===== config.mk =====
export PLATFORM = sky130hd
export DESIGN_NAME = busArbiter
export DESIGN_NICKNAME = d
export VERILOG_FILES = /design/src/verilog/legMemPkg.sv /design/src/verilog/busArbiter.sv
export SDC_FILE = /design/constraint.sdc
export NUM_CORES = 1
export LEC_CHECK = 0
export BUFFER_PORTS_ARGS = -buffer_cell sky130_fd_sc_hd__buf_2
export CORE_AREA = 3 3 108 110
export CTS_CLUSTER_SIZE = 12
export DETAILED_ROUTE_END_ITERATION = 10
export DIE_AREA = 0 0 111 113
export PLACE_DENSITY = 0.56
export SLEW_MARGIN = 20
export SYNTH_ARGS = -nofsm -noshare
export SYNTH_HDL_FRONTEND = slang
export SYNTH_SLANG_ARGS = --single-unit

===== constraint.sdc =====
create_clock -name clk -period 2.82 [get_ports clk]
set_clock_uncertainty 0.05 [all_clocks]
set_input_delay 0.282 -clock clk [delete_from_list [all_inputs] [get_ports clk]]
set_output_delay 0.282 -clock clk [all_outputs]
set_load 0.01 [all_outputs]

===== src/verilog/legMemPkg.sv =====
// Memory fabric definitions
`default_nettype none

package legMemPkg;

  // RAM size in 32-bit words, byte addresses 0x000 to 0x3FF
  localparam int memWords = 256;

  // Idle cycles between grant and ready, at least one
  localparam int memWaitStates = 1;
  localparam int memWaitBits = $clog2(memWaitStates + 1);

  // Interrupt register, bit 0 is irq and bit 1 is fiq
  localparam logic [31:0] intCtrlAddr = 32'hFFFF_0000;

  // Transfer size codes
  localparam logic [2:0] hsizeByte = 3'd0;
  localparam logic [2:0] hsizeHalf = 3'd1;
  localparam logic [2:0] hsizeWord = 3'd2;

  // CP15 main ID value ("LEG0" in ASCII)
  localparam logic [31:0] cp15IdValue = 32'h4C45_4730;

  // CP15 register numbers
  localparam logic [3:0] cp15RegControl = 4'd1;
  localparam logic [3:0] cp15RegTbase = 4'd2;
  localparam logic [3:0] cp15RegCache = 4'd7;
  localparam logic [3:0] cp15RegTlb = 4'd8;

  // CRm side select for cache and TLB maintenance
  localparam logic [3:0] crmSideI = 4'd5;
  localparam logic [3:0] crmSideD = 4'd6;
  localparam logic [3:0] crmSideBoth = 4'd7;

  // One requester's view of the bus
  typedef struct packed {
    logic        request;
    logic        write;
    logic [2:0]  size;
    logic [31:0] addr;
    logic [31:0] wdata;
  } busReq_t;

  // Coprocessor access from the core
  typedef struct packed {
    logic        en;
    logic        wrEn;
    logic [3:0]  addr;
    logic [3:0]  crm;
    logic [2:0]  op2;
    logic [31:0] wdata;
  } cp15Req_t;

  // Control register bit layout, MSB first
  typedef struct packed {
    logic [17:0] reservedHigh;
    logic        highVectors;
    logic        icacheEnable;
    logic [8:0]  reservedMid;
    logic        dcacheEnable;
    logic        reservedLow;
    logic        mmuEnable;
  } cp15ControlFields_t;

  // Control register, read raw over the coprocessor port or by field
  typedef union packed {
    logic [31:0]        raw;
    cp15ControlFields_t fields;
  } cp15Control_u;

endpackage

`default_nettype wire


===== src/verilog/busArbiter.sv =====
// Three-way bus arbiter
`timescale 1ns/10ps
`default_nettype none

module busArbiter (
  input  logic                clk,
  input  logic                rst,
  input  legMemPkg::busReq_t  fetchReq,
  input  legMemPkg::busReq_t  dataReq,
  input  legMemPkg::busReq_t  walkReq,
  input  logic                memReady,
  output legMemPkg::busReq_t  memReq,
  output logic                fetchReady,
  output logic                dataReady,
  output logic                walkReady
);

  // One-hot owner: bit 2 walk, bit 1 data, bit 0 fetch
  logic [2:0] grant;
  logic       idle;

  assign idle = (grant == 3'b000);

  // Fixed priority when idle, released on the ready edge
  always_ff @(posedge clk)
  begin
    if (rst)
    begin
      grant <= 3'b000;
    end
    else if (idle)
    begin
      if (walkReq.request)
      begin
        grant <= 3'b100;
      end
      else if (dataReq.request)
      begin
        grant <= 3'b010;
      end
      else if (fetchReq.request)
      begin
        grant <= 3'b001;
      end
    end
    else if (memReady)
    begin
      grant <= 3'b000;
    end
  end

  // Owner's request onto the memory side
  always_comb
  begin
    case (grant)
      3'b100:
      begin
        memReq = walkReq;
      end
      3'b010:
      begin
        memReq = dataReq;
      end
      3'b001:
      begin
        memReq = fetchReq;
      end
      default:
      begin
        // Nothing granted, request stays low
        memReq = '0;
      end
    endcase
  end

  // Ready goes back to the owner only
  assign walkReady = memReady & grant[2];
  assign dataReady = memReady & grant[1];
  assign fetchReady = memReady & grant[0];

endmodule

`default_nettype wire


==> flow_metrics.tcl <==
set metrics [dict create \
    syn-instance-count 271 \
    drtIter0Drc 175 \
    cts_num_sinks 3 \
    startpoint "grant[2]" \
    h-tree-depth 1 \
    grt_pass1_wl_um 15830 \
    r2r-start "grant[2]" \
    max_slew_margin_pct 52.96 \
    clock_latency_ns 0.21 \
    antenna_found_initial 0 \
    synth-adder-area-share_pct 0 \
    cts_setup_buffers 0 \
    post_drt_wl_per_cell_um 15.59 \
    synth-xor-area-share_pct 0 \
    synth_top_family_by_area "simple AND/OR/NAND/NOR gates" \
    die_width_um 111 \
    fill_cells 1102 \
    crit_fanout 40 \
    hpwlAfterDp_um 7988 \
    worstHoldStart "rst" \
    cp-end-kind "output port" \
    drt-total-wl_um 10260 \
    cp-start-kind "flip-flop" \
    min_period_ns 2.449 \
    final_max_slew_viol_count 0 \
    hp-class "in -> reg" \
    reg.largest.list "grant: 3 flops" \
    area_growth_pct 66.87 \
    vias 3331 \
    muxShareOfSynthArea_pct 0 \
    setup_viol 0 \
    ys_warn_count 0 \
    fp.dieH_um 113 \
    final_cell_mix "281 x buf_2, 72 x and2_1, 69 x a221o_1" \
    worstPathCellList "buf_4, and4bb_2, a221o_1, buf_2" \
    slowest_delay_ns 0.77 \
    overflow 0 \
    synth_nets 481 \
    yosys-top-cells-area "a221o_1 31%, and2_1 20%, nor4bb_1 18%" \
    crit_slowest_cell "dfxtp_2" \
    core-area_um2 10790 \
    ys_seq_elements 3 \
    synthSimpleGateAreaFrac_pct 56.79 \
    synth_cell_types 18 \
    track_usage_pct 14.64 \
    critPathBufInv 2 \
    fin_setup_tns_ns 0 \
    finalCritPeriodShare_pct 86.83 \
    synth_top_area_cell "a221o_1" \
    regMostFlops "grant" \
    arrival_ns 2.12 \
    die_area_um2 12540 \
    holdWs_ns 0.2351 \
    leakage_nw 2.016 \
    largest_register_ffs 3 \
    ant_nets 0 \
    power_density_nw_per_um2 206.9 \
    worstSetupPathType "reg -> out" \
    cts_made_buffers 3 \
    core.rowCount 38 \
    status "completed" \
    synth_area_per_cell_um2 8.334 \
    drive_above_1_share_pct 61.00 \
    synth-seq-area-share_pct 2.659 \
    drv_cap 0 \
    cpLargestDelayFamily "flip-flops" \
    tightest_slew_ns 0.7056 \
    synth_compound_area_share_pct 31.58 \
    diodes 0 \
    rsz0062_at_grt "no" \
    root_buffer "clkbuf_8" \
    clk_pin_slew_ns 0.03 \
    ir_drop_uv 102.2 \
    hold_buffers 0 \
    drc 0 \
    fin_util_pct 34.92 \
    port_buffers 281 \
    grt_max_degree 67 \
    io_pins 282 \
    firstDrtPassIters 5 \
    grt_pass1_vias 3274 \
    cts_tree "built" \
    fmax_mhz 408.4 \
    hold_viol 0 \
    synth_area_um2 2258 \
    worstPathRequired_ns 2.49 \
    drt-vias-per-instance 5.062 \
    synth_top_area_share_pct 30.58 \
    initial_core_util_pct 20.93 \
    cts-resized-gates 0 \
    clk_path_buf_depth 2 \
    gp_congestion 0.9023 \
    mostFrequentLayoutCell "buf_2" \
    final_nets 729 \
]
-- area by class of cell --
type                       instances  area [um^2]  share of cell area, %
sequential                         3        66.31                  1.760
multi-input combinational        222         2003                  53.15
timing repair buffer             289         1479                  39.24
clock buffer                       4        45.04                  1.195
tap                              140        175.2                  4.648
-- per-layer routing --
| metal | track usage (%) | share of wire (%) |
|---|---|---|
| met2 | 27.95 | 52 |
| met4 | 2.709 | 0.78 |
| met5 | 0 | 0 |
| met3 | 2.620 | 8.0 |
| met1 | 17.16 | 39 |
-- through the flow --
step	instances	total power, mW	setup slack [ns]	area [um^2]
global route	658	0.8440	0.2115	3769
global placement	654	0.6543	0.6280	3724
finish	658	0.7796	0.3713	3769
floorplan	271	0.3891	1.279	2258
CTS	658	0.7895	0.3186	3769
detailed placement	654	0.6631	0.5484	3724
-- kinds of logic after synthesis --
logic type / Yosys count
simple gates: 150
flops: 3
buf+inv: 46
compound gates: 72
-- worst paths after layout --
path | to | slack, ns | cells past startpoint
max | memReq[60] | 0.37 | 4
min | grant[2] | 0.24 | 2
max reg2reg | grant[1] | 1.10 | 3
min reg2reg | grant[1] | 0.73 | 1
-- synth_stat cells --
library cell,count
and4bb_2,19
buf_6,1
nor3b_4,1
dfxtp_1,3
nor2_1,3
nand2b_1,1
or4b_1,1
nor4bb_1,40
buf_4,2
nor3_1,1
and2_1,72
clkbuf_1,31
a22o_1,2
a221o_1,69
a21oi_1,1
nor4b_1,2
buf_2,12
and4bb_1,10
-- where the power goes --
part / total [mW] / internal (mW) / switching, mW
Clock: 0.121 / 0.0961 / 0.0249
Sequential: 0.0741 / 0.0457 / 0.0283
Combinational: 0.585 / 0.316 / 0.269
(Power assumes the default switching activity.)
