**config.mk**
```make
export PLATFORM = sky130hd
export DESIGN_NAME = cp15Regs
export DESIGN_NICKNAME = d
export VERILOG_FILES = /design/src/verilog/legMemPkg.sv /design/src/verilog/cp15Regs.sv
export SDC_FILE = /design/constraint.sdc
export NUM_CORES = 1
export LEC_CHECK = 0
export BUFFER_PORTS_ARGS = -buffer_cell sky130_fd_sc_hd__buf_2
export CAP_MARGIN = 10
export CORE_ASPECT_RATIO = 0.9
export CORE_UTILIZATION = 40
export CTS_CLUSTER_DIAMETER = 30
export CTS_CLUSTER_SIZE = 24
export DETAILED_ROUTE_END_ITERATION = 16
export REMOVE_ABC_BUFFERS = 1
export SYNTH_ARGS = -nofsm -noshare
export SYNTH_HDL_FRONTEND = slang
export SYNTH_SLANG_ARGS = --single-unit
```
**constraint.sdc**
```tcl
create_clock -name clk -period 2.7 [get_ports clk]
set_input_delay 0.54 -clock clk [delete_from_list [all_inputs] [get_ports clk]]
set_output_delay 0.54 -clock clk [all_outputs]
set_load 0.005 [all_outputs]
```
**src/verilog/legMemPkg.sv**
```systemverilog
// Memory fabric definitions
`default_nettype none

package legMemPkg;

  // RAM size in 32-bit words, byte addresses 0x000 to 0x3FF
  localparam int memWords = 256;

  // Idle cycles between grant and ready, at least one
  localparam int memWaitStates = 1;
  localparam int memWaitBits = $clog2(memWaitStates + 1);

  // Interrupt register, bit 0 is irq and bit 1 is fiq
  localparam logic [31:0] intCtrlAddr = 32'hFFFF_0000;

  // Transfer size codes
  localparam logic [2:0] hsizeByte = 3'd0;
  localparam logic [2:0] hsizeHalf = 3'd1;
  localparam logic [2:0] hsizeWord = 3'd2;

  // CP15 main ID value ("LEG0" in ASCII)
  localparam logic [31:0] cp15IdValue = 32'h4C45_4730;

  // CP15 register numbers
  localparam logic [3:0] cp15RegControl = 4'd1;
  localparam logic [3:0] cp15RegTbase = 4'd2;
  localparam logic [3:0] cp15RegCache = 4'd7;
  localparam logic [3:0] cp15RegTlb = 4'd8;

  // CRm side select for cache and TLB maintenance
  localparam logic [3:0] crmSideI = 4'd5;
  localparam logic [3:0] crmSideD = 4'd6;
  localparam logic [3:0] crmSideBoth = 4'd7;

  // One requester's view of the bus
  typedef struct packed {
    logic        request;
    logic        write;
    logic [2:0]  size;
    logic [31:0] addr;
    logic [31:0] wdata;
  } busReq_t;

  // Coprocessor access from the core
  typedef struct packed {
    logic        en;
    logic        wrEn;
    logic [3:0]  addr;
    logic [3:0]  crm;
    logic [2:0]  op2;
    logic [31:0] wdata;
  } cp15Req_t;

  // Control register bit layout, MSB first
  typedef struct packed {
    logic [17:0] reservedHigh;
    logic        highVectors;
    logic        icacheEnable;
    logic [8:0]  reservedMid;
    logic        dcacheEnable;
    logic        reservedLow;
    logic        mmuEnable;
  } cp15ControlFields_t;

  // Control register, read raw over the coprocessor port or by field
  typedef union packed {
    logic [31:0]        raw;
    cp15ControlFields_t fields;
  } cp15Control_u;

endpackage

`default_nettype wire

```
**src/verilog/cp15Regs.sv**
```systemverilog
// Coprocessor 15 registers
`timescale 1ns/10ps
`default_nettype none

module cp15Regs (
  input  logic                clk,
  input  logic                rst,
  input  legMemPkg::cp15Req_t cp15Req,
  output logic [31:0]         cp15Rd,
  output logic                icacheEnable,
  output logic                dcacheEnable,
  output logic                mmuEnable,
  output logic                highVectors,
  output logic [17:0]         tbase,
  output logic                invalidateI,
  output logic                invalidateD,
  output logic                tlbFlushI,
  output logic                tlbFlushD
);

  legMemPkg::cp15Control_u control;
  logic [31:0]             transBase;

  logic regWrite;
  logic maintWrite;
  logic sideI;
  logic sideD;
  logic nextInvI;
  logic nextInvD;
  logic nextFlushI;
  logic nextFlushD;

  assign regWrite = cp15Req.en & cp15Req.wrEn;
  // Maintenance ops only count with op2 of zero
  assign maintWrite = regWrite & (cp15Req.op2 == 3'd0);

  assign sideI = (cp15Req.crm == legMemPkg::crmSideI) ||
                 (cp15Req.crm == legMemPkg::crmSideBoth);
  assign sideD = (cp15Req.crm == legMemPkg::crmSideD) ||
                 (cp15Req.crm == legMemPkg::crmSideBoth);

  always_ff @(posedge clk)
  begin
    if (rst)
    begin
      control.raw <= '0;
      transBase <= '0;
    end
    else if (regWrite)
    begin
      if (cp15Req.addr == legMemPkg::cp15RegControl)
        control.raw <= cp15Req.wdata;
      if (cp15Req.addr == legMemPkg::cp15RegTbase)
        transBase <= cp15Req.wdata;
    end
  end

  // Maintenance decode, register 7 for caches and 8 for TLBs
  always_comb
  begin
    nextInvI = 1'b0;
    nextInvD = 1'b0;
    nextFlushI = 1'b0;
    nextFlushD = 1'b0;
    if (maintWrite)
    begin
      if (cp15Req.addr == legMemPkg::cp15RegCache)
      begin
        nextInvI = sideI;
        nextInvD = sideD;
      end
      else if (cp15Req.addr == legMemPkg::cp15RegTlb)
      begin
        nextFlushI = sideI;
        nextFlushD = sideD;
      end
    end
  end

  // Pulses show up in the cycle after the write edge
  always_ff @(posedge clk)
  begin
    if (rst)
    begin
      invalidateI <= 1'b0;
      invalidateD <= 1'b0;
      tlbFlushI <= 1'b0;
      tlbFlushD <= 1'b0;
    end
    else
    begin
      invalidateI <= nextInvI;
      invalidateD <= nextInvD;
      tlbFlushI <= nextFlushI;
      tlbFlushD <= nextFlushD;
    end
  end

  // Read port
  always_comb
  begin
    cp15Rd = '0;
    if (cp15Req.en)
    begin
      case (cp15Req.addr)
        4'd0:                      cp15Rd = legMemPkg::cp15IdValue;
        legMemPkg::cp15RegControl: cp15Rd = control.raw;
        legMemPkg::cp15RegTbase:   cp15Rd = transBase;
        default:                   cp15Rd = '0;
      endcase
    end
  end

  assign icacheEnable = control.fields.icacheEnable;
  assign dcacheEnable = control.fields.dcacheEnable;
  assign mmuEnable = control.fields.mmuEnable;
  assign highVectors = control.fields.highVectors;
  // Table base is 16 KB aligned
  assign tbase = transBase[31:14];

endmodule

`default_nettype wire

```
==> results.md, run 1 <==
* Outcome: finished clean
* Core area at 8570 µm²
* Setup ws final at 493 ps
* Final Non-Filler Cells at 586
* Gpl congestion at 0.712
* Worst R2R End: transBase[28]$_SDFFE_PP0P_
* Die width at 101 µm
* Number of diodes at 0
* Yosys top cell by area: dfxtp_1
* Yosys warnings at 0
* Initial antenna violation count at 0
* Port Buf Inserts at 104
* Number of global-route vias before repair at 2641
* Min-delay src: control[4]$_SDFFE_PP0P_
* Placed Cells at 570
* Max frequency at 453 MHz
* Xor/xnor share of the synthesized area at 0
* Min cycle time layout at 2210 ps
* # hold bufs at CTS at 0
* Design Power at 0.00202 W
* Crit path capture type: primary output
* Initial DRT Pass Iterations at 4
* Clock buffer depth at 2
* TritonCTS clock tree: built
* Post-synth design cell area at 3540 µm²
* Area after DPL at 4020 µm²
* Slew margin rel. at 0.560
* Setup TNS at 0 ps
* CTS sink count at 68
* Unrepaired setup endpoints after global routing: false
* Worst Hold End: control[4]$_SDFFE_PP0P_
* Complex-gate fraction of the synthesized area at 0.0849
* Worst-path maximum fanout at 20
* Share of the synthesized area in the top cell type at 0.385
* Post-route cell area at 4220 µm²
* Post-route ant nets at 0
* HP Class: flop to flop
* R2R Setup Slk at 2050 ps
* Post-Synth Adder-Cell Area at 0
* Peak supply drop at 0.231 mV
* Vias at 2811
* Die outline height at 91.2 µm
* Crit share post-route at 0.818
* Root buf cell: clkbuf_8
* Power Dens Cells at 479 nW/µm²
* Clk_skew at 0 ps
* Yosys reg bits at 68
* Clock-pin slew on the worst setup and hold paths at 60 ps
* Sequential area share after synthesis at 0.385
* DPL Wire Length at 5490 µm
* Post-synthesis cell type count at 24
* Vias per cell at 4.80
* I/O pins at 105
* WL/cell at 13.5 µm
* Largest net degree at the start of global routing at 51
* Total grt overflow at 0
* Setup CP Type: input port to primary output
* Arrival time worst endpoint at 1670 ps
* Largest cells by area after synthesis: dfxtp_1 38%, mux2i_1 18%, nand2b_1 17%, a22oi_1 4.2%, buf_4 4.0%
* Final wirelength at 7910 µm
* Worst R2R Start: transBase[28]$_SDFFE_PP0P_
* Layout cells sized above 1 at 0.285
* Clock Latency Late Sink at 340 ps
* CTS buffer count at 9
* Fillers at 889
* Slew @ Worst Pin at 660 ps
* Hold Violations, Final at 0
* First-pass GRT wire length at 12800 µm
* Critical Path RT at 2160 ps
* Leak at 1.88 nW
* Row count at 32
* Post-CTS setup buffer count at 0
* Multiplexer area fraction after synthesis at 0.181
* Post-CTS Resized at 0
* Mean Syn Cell Area at 9.19 µm²
* All-Layer GR Usage at 0.178
* Worst setup SP type: input port
* # nets final at 509
* DR iter-0 viols at 74
* Final Slew Violations at 0
* Maxcap violations at 0
* Die Area at 9230 µm²
* Simple-gate area share of the yosys netlist at 0.253
* Reg2Reg Depth at 2
* Hold depth at 2
* Main combinational cell family by area after synthesis: simple AND/OR/NAND/NOR gates
* Gate Count Post-Synth at 385
* Initial Util at 0.413
* H-Tree Depth at 3
* Syn-to-layout area delta at 19.4%
* Dpl ws at 504 ps
* Post-route DRC at 0
* Final setup vio count at 0
==> critical path, stage by stage <==
cell and delay (ps):
buf_2 160, nor4b_2 280, buf_4 290, a22oi_1 130
nor2_1 120, buf_2 130
==> synthesized netlist by cell type <==
master and n:
a22oi_1 20, dfxtp_1 68, and4b_1 2, buf_6 4, buf_4 19, nor4b_1 1, clkbuf_1 13, or4b_1 1
o21a_1 12, nand4_1 2, nor2_1 25, nor3b_1 1, nand2_1 2, nand4b_1 3, nor2b_1 13, buf_1 1
nand2b_1 96, nor4_1 1, a21oi_1 12, nor4b_2 1, mux2i_1 64, buf_2 11, inv_1 12, and2_0 1
==> how the worst max path moves through the flow <==
stage	startpoint	cells past startpoint	to
2_1_floorplan	cp15Req[39]	3	cp15Rd[0]
3_3_place_gp	cp15Req[39]	6	cp15Rd[20]
3_5_place_dp	cp15Req[39]	6	cp15Rd[20]
4_1_cts	cp15Req[39]	6	cp15Rd[20]
5_1_grt	cp15Req[39]	6	cp15Rd[1]
6_report	cp15Req[39]	6	cp15Rd[20]
==> stage by stage <==
stage,utilization,hold WS [ps]
5_1_grt,0.493,476
6_report,0.493,473
3_3_place_gp,0.469,456
2_1_floorplan,-,443
4_1_cts,0.493,459
3_5_place_dp,0.469,464
==> power by group <==
part	internal, W	total [W]	leakage [nW]	switching, W
sequential	0.00101	0.00101	0.548	0.00000415
clock	0.000474	0.000847	0.102	0.000372
combinational	0.0000780	0.000162	1.23	0.0000839
==> kinds of logic after synthesis <==
family / after synthesis
AND/OR/NAND/NOR: 149
flip-flops: 68
multiplexers: 64
buffers and inverters: 60
AO/OA/AOI/OAI: 44
==> flip-flops by register name, summed over array words and instances, names as in the netlist <==
| name | cells |
|---|---|
| invalidateI | 1 |
| tlbFlushD | 1 |
| transBase | 32 |
| control | 32 |
| tlbFlushI | 1 |
| invalidateD | 1 |
==> per-layer routing <==
metal  global-route usage  wire [µm]  share of wire  vias up
met5                    0          0              0        -
met4               0.0580        104          0.013        0
met3               0.0454        337          0.043       10
met2                0.282       3580           0.45       58
met1                0.234       3890           0.49     1330
li1                     -          -              -     1413
==> cells in the final DEF, fill, tap and decap left out, types with 2 or more instances in the layout <==
master,instances
nand4_1,2
o21a_1,12
dfxtp_1,68
inv_1,12
nand2_1,2
nand4b_1,3
mux2i_1,64
a21oi_1,12
clkbuf_8,11
a22oi_1,20
nor2b_1,13
buf_4,9
clkinv_2,2
buf_2,104
nor2_1,25
nand2b_1,96
==> cell type report <==
class	count	area [µm²]	share of cell area
Multi-Input combinational cell	257	1860	0.440
Sequential cell	68	1360	0.322
Timing Repair Buffer	114	608	0.144
Clock buffer	12	155	0.0367
Tap cell	119	149	0.0352
Clock inverter	4	47.5	0.0113
Inverter	12	45.0	0.0107
Note: power is estimated with default switching activity, not from simulation.
==> run 2, diff against run 1 <==
==> constraint.sdc (replaced) <==
create_clock -name clk -period 2.1 [get_ports clk]
set_input_delay 0.42 -clock clk [delete_from_list [all_inputs] [get_ports clk]]
set_output_delay 0.42 -clock clk [all_outputs]
set_load 0.005 [all_outputs]
==> results.md, run 2 (same netlist as run 1, synthesis figures left out) <==
* Outcome: finished clean
* Vias at 2835 (+0.85%)
* H-Tree Depth at 3 (unchanged)
* Vias per cell at 4.81 (+0.17%)
* TritonCTS clock tree: built
* Most common cell after layout, fill and taps aside: buf_2
* Power Dens Cells at 626 nW/µm² (+31%)
* Final wirelength at 7960 µm (+0.72%)
* Unrepaired setup endpoints after global routing: false
* DPL Wire Length at 5530 µm (+0.81%)
* Clk_skew at 0 ps (unchanged)
* Area after DPL at 4080 µm² (+1.4%)
* CP delay by family, top: buffers and inverters
* Placed Cells at 574 (+0.70%)
* Hold Violations, Final at 0 (unchanged)
* Min cycle time layout at 1950 ps
* Slew margin rel. at 0.667 (+0.107)
* Final Non-Filler Cells at 590 (+0.68%)
* Root buf cell: clkbuf_8
* Crit share post-route at 0.927
* Post-route DRC at 0 (unchanged)
* Initial DRT Pass Iterations at 4 (unchanged)
* DR iter-0 viols at 87 (+18%)
* Gpl congestion at 0.762 (+7.1%)
* Clock-pin slew on the worst setup and hold paths at 70 ps (about the same)
* CTS sink count at 68 (unchanged)
* Leak at 1.90 nW (+1.4%)
* All-Layer GR Usage at 0.182 (+0.00368)
* Initial antenna violation count at 0 (unchanged)
* Number of global-route vias before repair at 2737 (+3.6%)
* Die width at 101 µm (unchanged)
* # nets final at 513 (+0.79%)
* Final Slew Violations at 0 (unchanged)
* Fillers at 850 (-4.4%)
* Slew @ Worst Pin at 499 ps (-161 ps)
* Die Area at 9230 µm² (unchanged)
* Post-CTS setup buffer count at 0 (unchanged)
* Cell repeated most along the worst path: buf_2
* Setup TNS at 0 ps (unchanged)
* Maxcap violations at 0 (unchanged)
* Critical Path RT at 1680 ps (-480 ps)
* Most frequent cells in the layout: 104 x buf_2, 96 x nand2b_1, 68 x dfxtp_1
* Post-route cell area at 4290 µm² (+1.6%)
* Post-CTS Resized at 0 (unchanged)
* Final design utilization at 0.501 (+0.00803)
* Final setup vio count at 0 (unchanged)
* Highest cell delay on the worst timing path at 300 ps (about the same)
* WL/cell at 13.5 µm (about the same)
* Max frequency at 514 MHz
* First-pass GRT wire length at 13100 µm (+2.1%)
* Die outline height at 91.2 µm (unchanged)
* Clock buffer depth at 2 (unchanged)
* HP Class: input port to flop
* Crit path capture type: primary output
* Initial Util at 0.413 (unchanged)
* Worst setup SP type: input port
* I/O pins at 105 (unchanged)
* Port Buf Inserts at 104 (unchanged)
* Largest net degree at the start of global routing at 50 (-2.0%)
* Peak supply drop at 0.331 mV (+43%)
* Arrival time worst endpoint at 1530 ps (-140 ps)
* Number of diodes at 0 (unchanged)
* CTS buffer count at 9 (unchanged)
* Critical-path top delay cell: buf_4
* Row count at 32 (unchanged)
* Buf/Inv on CP at 3 (unchanged)
* Largest regs: control (32), transBase (32)
* Clock Latency Late Sink at 330 ps (about the same)
* # hold bufs at CTS at 0 (unchanged)
* Worst-path maximum fanout at 20 (unchanged)
* Layout cells sized above 1 at 0.291 (+0.00607)
* Syn-to-layout area delta at 21.3%
* Core area at 8570 µm² (unchanged)
* Setup CP Type: input port to primary output
* CP cell instances: buf_2 > nor4b_2 > buf_4 > a22oi_1 > nor2_1 > buf_2
* Total grt overflow at 0 (unchanged)
* Post-route ant nets at 0 (unchanged)
==> run 2: cell types whose count changed in the layout (fill, tap and decap cells not counted) <==
cell,previous run,this run
clkinvlp_4,1,2
clkinv_4,0,1
clkbuf_8,11,9
buf_4,9,11
bufinv_16,1,2
clkinv_2,2,1
buf_12,1,3
==> run 2: routing by layer <==
layer	routed length, µm	global-route usage	vias to the layer above
met2	3600	0.295	62
met1	3880	0.233	1339
met5	0	0	-
met3	350	0.0393	11
li1	-	-	1423
met4	135	0.0688	0
==> run 2: layout make-up <==
| cell class | instances | area (µm²) | area share |
|---|---|---|---|
| Clock buffer | 10 | 128 | 0.0297 |
| Sequential cell | 68 | 1360 | 0.317 |
| Timing Repair Buffer | 118 | 663 | 0.154 |
| Tap cell | 119 | 149 | 0.0347 |
| Clock inverter | 6 | 88.8 | 0.0207 |
| Multi-Input combinational cell | 257 | 1860 | 0.433 |
| Inverter | 12 | 45.0 | 0.0105 |
==> run 2: power breakdown <==
| group | total, W | switching (W) | internal (W) |
|---|---|---|---|
| Clock | 0.00117 | 0.000497 | 0.000669 |
| Sequential | 0.00130 | 0.00000524 | 0.00130 |
| Combinational | 0.000217 | 0.000110 | 0.000107 |
==> run 2: final timing paths <==
path	slack (ps)	endpoint	start	cells past startpoint
worst max-delay path	150	cp15Rd[28]	cp15Req[39]	6
worst min-delay path	360	invalidateD$_SDFF_PP0_	cp15Req[36]	3
worst min register to register	480	control[1]$_SDFFE_PP0P_	control[1]$_SDFFE_PP0P_	2
worst max register to register	1440	transBase[20]$_SDFFE_PP0P_	transBase[20]$_SDFFE_PP0P_	2
==> run 2: worst min-delay path: cells and delay by family <==
kind,cells,cell delay (ps)
simple gates,2,130
buf+inv,1,100
==> run 2: metrics by stage <==
stage	hold slack (ps)	setup slack, ps	power, W
floorplan	443	-836	0.00143
global placement	456	132	0.00155
detailed placement	465	156	0.00155
CTS	348	154	0.00273
global route	364	38.5	0.00279
finish	360	154	0.00269
==> run 3, diff against run 2 <==
--- a/config.mk
+++ b/config.mk
@@ -7,11 +7,14 @@
 export LEC_CHECK = 0
 export BUFFER_PORTS_ARGS = -buffer_cell sky130_fd_sc_hd__buf_2
 export CAP_MARGIN = 10
+export CELL_PAD_IN_SITES_DETAIL_PLACEMENT = 1
+export CELL_PAD_IN_SITES_GLOBAL_PLACEMENT = 1
 export CORE_ASPECT_RATIO = 0.9
-export CORE_UTILIZATION = 40
+export CORE_UTILIZATION = 38
 export CTS_CLUSTER_DIAMETER = 30
 export CTS_CLUSTER_SIZE = 24
 export DETAILED_ROUTE_END_ITERATION = 16
+export PLACE_DENSITY_LB_ADDON = 0.1
 export REMOVE_ABC_BUFFERS = 1
 export SYNTH_ARGS = -nofsm -noshare
 export SYNTH_HDL_FRONTEND = slang
==> results.md, run 3 (same netlist as run 1, synthesis figures left out) <==
* Outcome: finished clean
* Crit share post-route at 0.929 (+0.00234)
* Port Buf Inserts at 104 (unchanged)
* Clock-pin slew on the worst setup and hold paths at 70 ps (about the same)
* HP Class: input port to flop
* H-Tree Depth at 3 (unchanged)
* Slew @ Worst Pin at 491 ps (-7.81 ps)
* Post-route cell area at 4280 µm² (-0.38%)
* Fillers at 1095 (+29%)
* Vias per cell at 4.80 (about the same)
* Buf/Inv on CP at 4 (+1)
* Worst setup SP type: input port
* Setup TNS at 0 ps (unchanged)
* Unrepaired setup endpoints after global routing: false
* Most frequent cells in the layout: 104 x buf_2, 96 x nand2b_1, 68 x dfxtp_1
* Max frequency at 513 MHz (-0.25%)
* Worst R2R End: control[22]$_SDFFE_PP0P_
* Largest net degree at the start of global routing at 30 (-40%)
* Post-route ant nets at 0 (unchanged)
* Worst-path maximum fanout at 29 (+45%)
* CP cell instances: buf_2 > buf_4 > nand2_1 > nand2_1 > buf_4 > nor2_1 > buf_2
* Row count at 33 (+3.1%)
* Crit path to: cp15Rd[2]
* Final Slew Violations at 0 (unchanged)
* Slew margin rel. at 0.672 (+0.00496)
* CP delay by family, top: buffers and inverters
* Die width at 104 µm (+2.5%)
* Hold_ws at 353 ps (-6.23 ps)
* All-Layer GR Usage at 0.192 (+0.0108)
* Peak supply drop at 0.306 mV (-7.4%)
* FF+latch area at 1360 µm² (unchanged)
* Min cycle time layout at 1950 ps (+4.91 ps)
* Syn-to-layout area delta at 20.9%
* First-pass GRT wire length at 14700 µm (+12%)
* Initial Util at 0.390 (-0.0234)
* Area after DPL at 4080 µm² (about the same)
* Number of diodes at 0 (unchanged)
* Wl on met1 at 4360 µm (+12%)
* Critical Path RT at 1680 ps (about the same)
* Arrival time worst endpoint at 1530 ps (about the same)
* Crit path capture type: primary output
* Gpl congestion at 0.722 (-5.2%)
* I/O pins at 105 (unchanged)
* Die outline height at 93.5 µm (+2.5%)
* DPL Wire Length at 6330 µm (+14%)
* Core area at 9080 µm² (+6.0%)
* Highest cell delay on the worst timing path at 310 ps (about the same)
* Die Area at 9700 µm² (+5.2%)
* Post-CTS setup buffer count at 0 (unchanged)
* Vias at 2849 (+0.49%)
* Largest regs: control (32), transBase (32)
* Worst R2R Start: control[22]$_SDFFE_PP0P_
* Reg2Reg Depth at 2 (unchanged)
* WL/cell at 15.1 µm (+12%)
* Met3 wire length at 346 µm (-1.1%)
* Setup CP Type: input port to primary output
* Initial DRT Pass Iterations at 6 (+2)
* CTS buffer count at 9 (unchanged)
* CTS sink count at 68 (unchanged)
* Root buf cell: clkbuf_8
* Leak at 1.90 nW (-0.27%)
* Area of the multi-input gates at 1860 µm² (unchanged)
* Max layer used: met4
* # hold bufs at CTS at 0 (unchanged)
* Clock buffer depth at 2 (unchanged)
* Hold Violations, Final at 0 (unchanged)
* Clk_skew at 0 ps (unchanged)
* Maxcap violations at 0 (unchanged)
* Clock Latency Late Sink at 330 ps (about the same)
* Power Dens Cells at 612 nW/µm² (-2.2%)
* Post-CTS Resized at 0 (unchanged)
* TritonCTS clock tree: built
* Critical path startpoint: cp15Req[39]
* Post-route DRC at 0 (unchanged)
* Number of global-route vias before repair at 2918 (+6.6%)
* Metal2 WL at 4180 µm (+16%)
* Final setup vio count at 0 (unchanged)
* Initial antenna violation count at 0 (unchanged)
* # nets final at 513 (unchanged)
* Stages on the worst setup path at 7 (+1)
* Most common cell after layout, fill and taps aside: buf_2
* DR iter-0 viols at 68 (-22%)
* Final wirelength at 8970 µm (+13%)
* Total grt overflow at 0 (unchanged)
* Critical-path top delay cell: buf_4
* Layout cells sized above 1 at 0.285 (-0.00637)
* R2R Setup Slk at 1460 ps (+20 ps)
run 3: per-layer routing:
layer,global-route usage,vias up
li1,-,1426
met1,0.250,1349
met2,0.321,64
met3,0.0446,10
met4,0.0536,0
met5,0,-
run 3: worst min path at each step:
stage,cells past startpoint,from,end
2_1_floorplan,2,transBase[10]$_SDFFE_PP0P_,transBase[10]$_SDFFE_PP0P_
3_3_place_gp,2,transBase[9]$_SDFFE_PP0P_,transBase[9]$_SDFFE_PP0P_
3_5_place_dp,2,transBase[8]$_SDFFE_PP0P_,transBase[8]$_SDFFE_PP0P_
4_1_cts,3,cp15Req[36],invalidateD$_SDFF_PP0_
5_1_grt,3,cp15Req[36],tlbFlushD$_SDFF_PP0_
6_report,3,cp15Req[36],invalidateD$_SDFF_PP0_
run 3: stage by stage:
stage / power [W] / setup slack, ps / utilization / instances
after global placement: 0.00155 / 184 / 0.449 / 577
after CTS: 0.00265 / 122 / 0.471 / 593
after detailed placement: 0.00156 / 124 / 0.449 / 577
final: 0.00262 / 149 / 0.471 / 593
after floorplan: 0.00143 / -836 / - / 337
after global routing: 0.00273 / 4.06 / 0.471 / 593
run 3: area by class of cell:
cell class                      count  share of cell area
Multi-Input combinational cell    257               0.434
Sequential cell                    68               0.318
Timing Repair Buffer              118               0.155
Clock buffer                       15              0.0389
Tap cell                          122              0.0357
Inverter                           12              0.0105
Clock inverter                      1             0.00702
run 3: where the power goes:
| group | internal [W] | leakage (nW) | switching [W] |
|---|---|---|---|
| registers | 0.00130 | 0.548 | 0.00000549 |
| logic | 0.000105 | 1.25 | 0.000114 |
| clock network | 0.000617 | 0.0979 | 0.000476 |
| total | 0.00202 | 1.90 | 0.000595 |
run 3: worst min-delay path: cells and delay by family:
kind / cells / cell delay, ps
simple gates: 2 / 120
buf+inv: 1 / 100
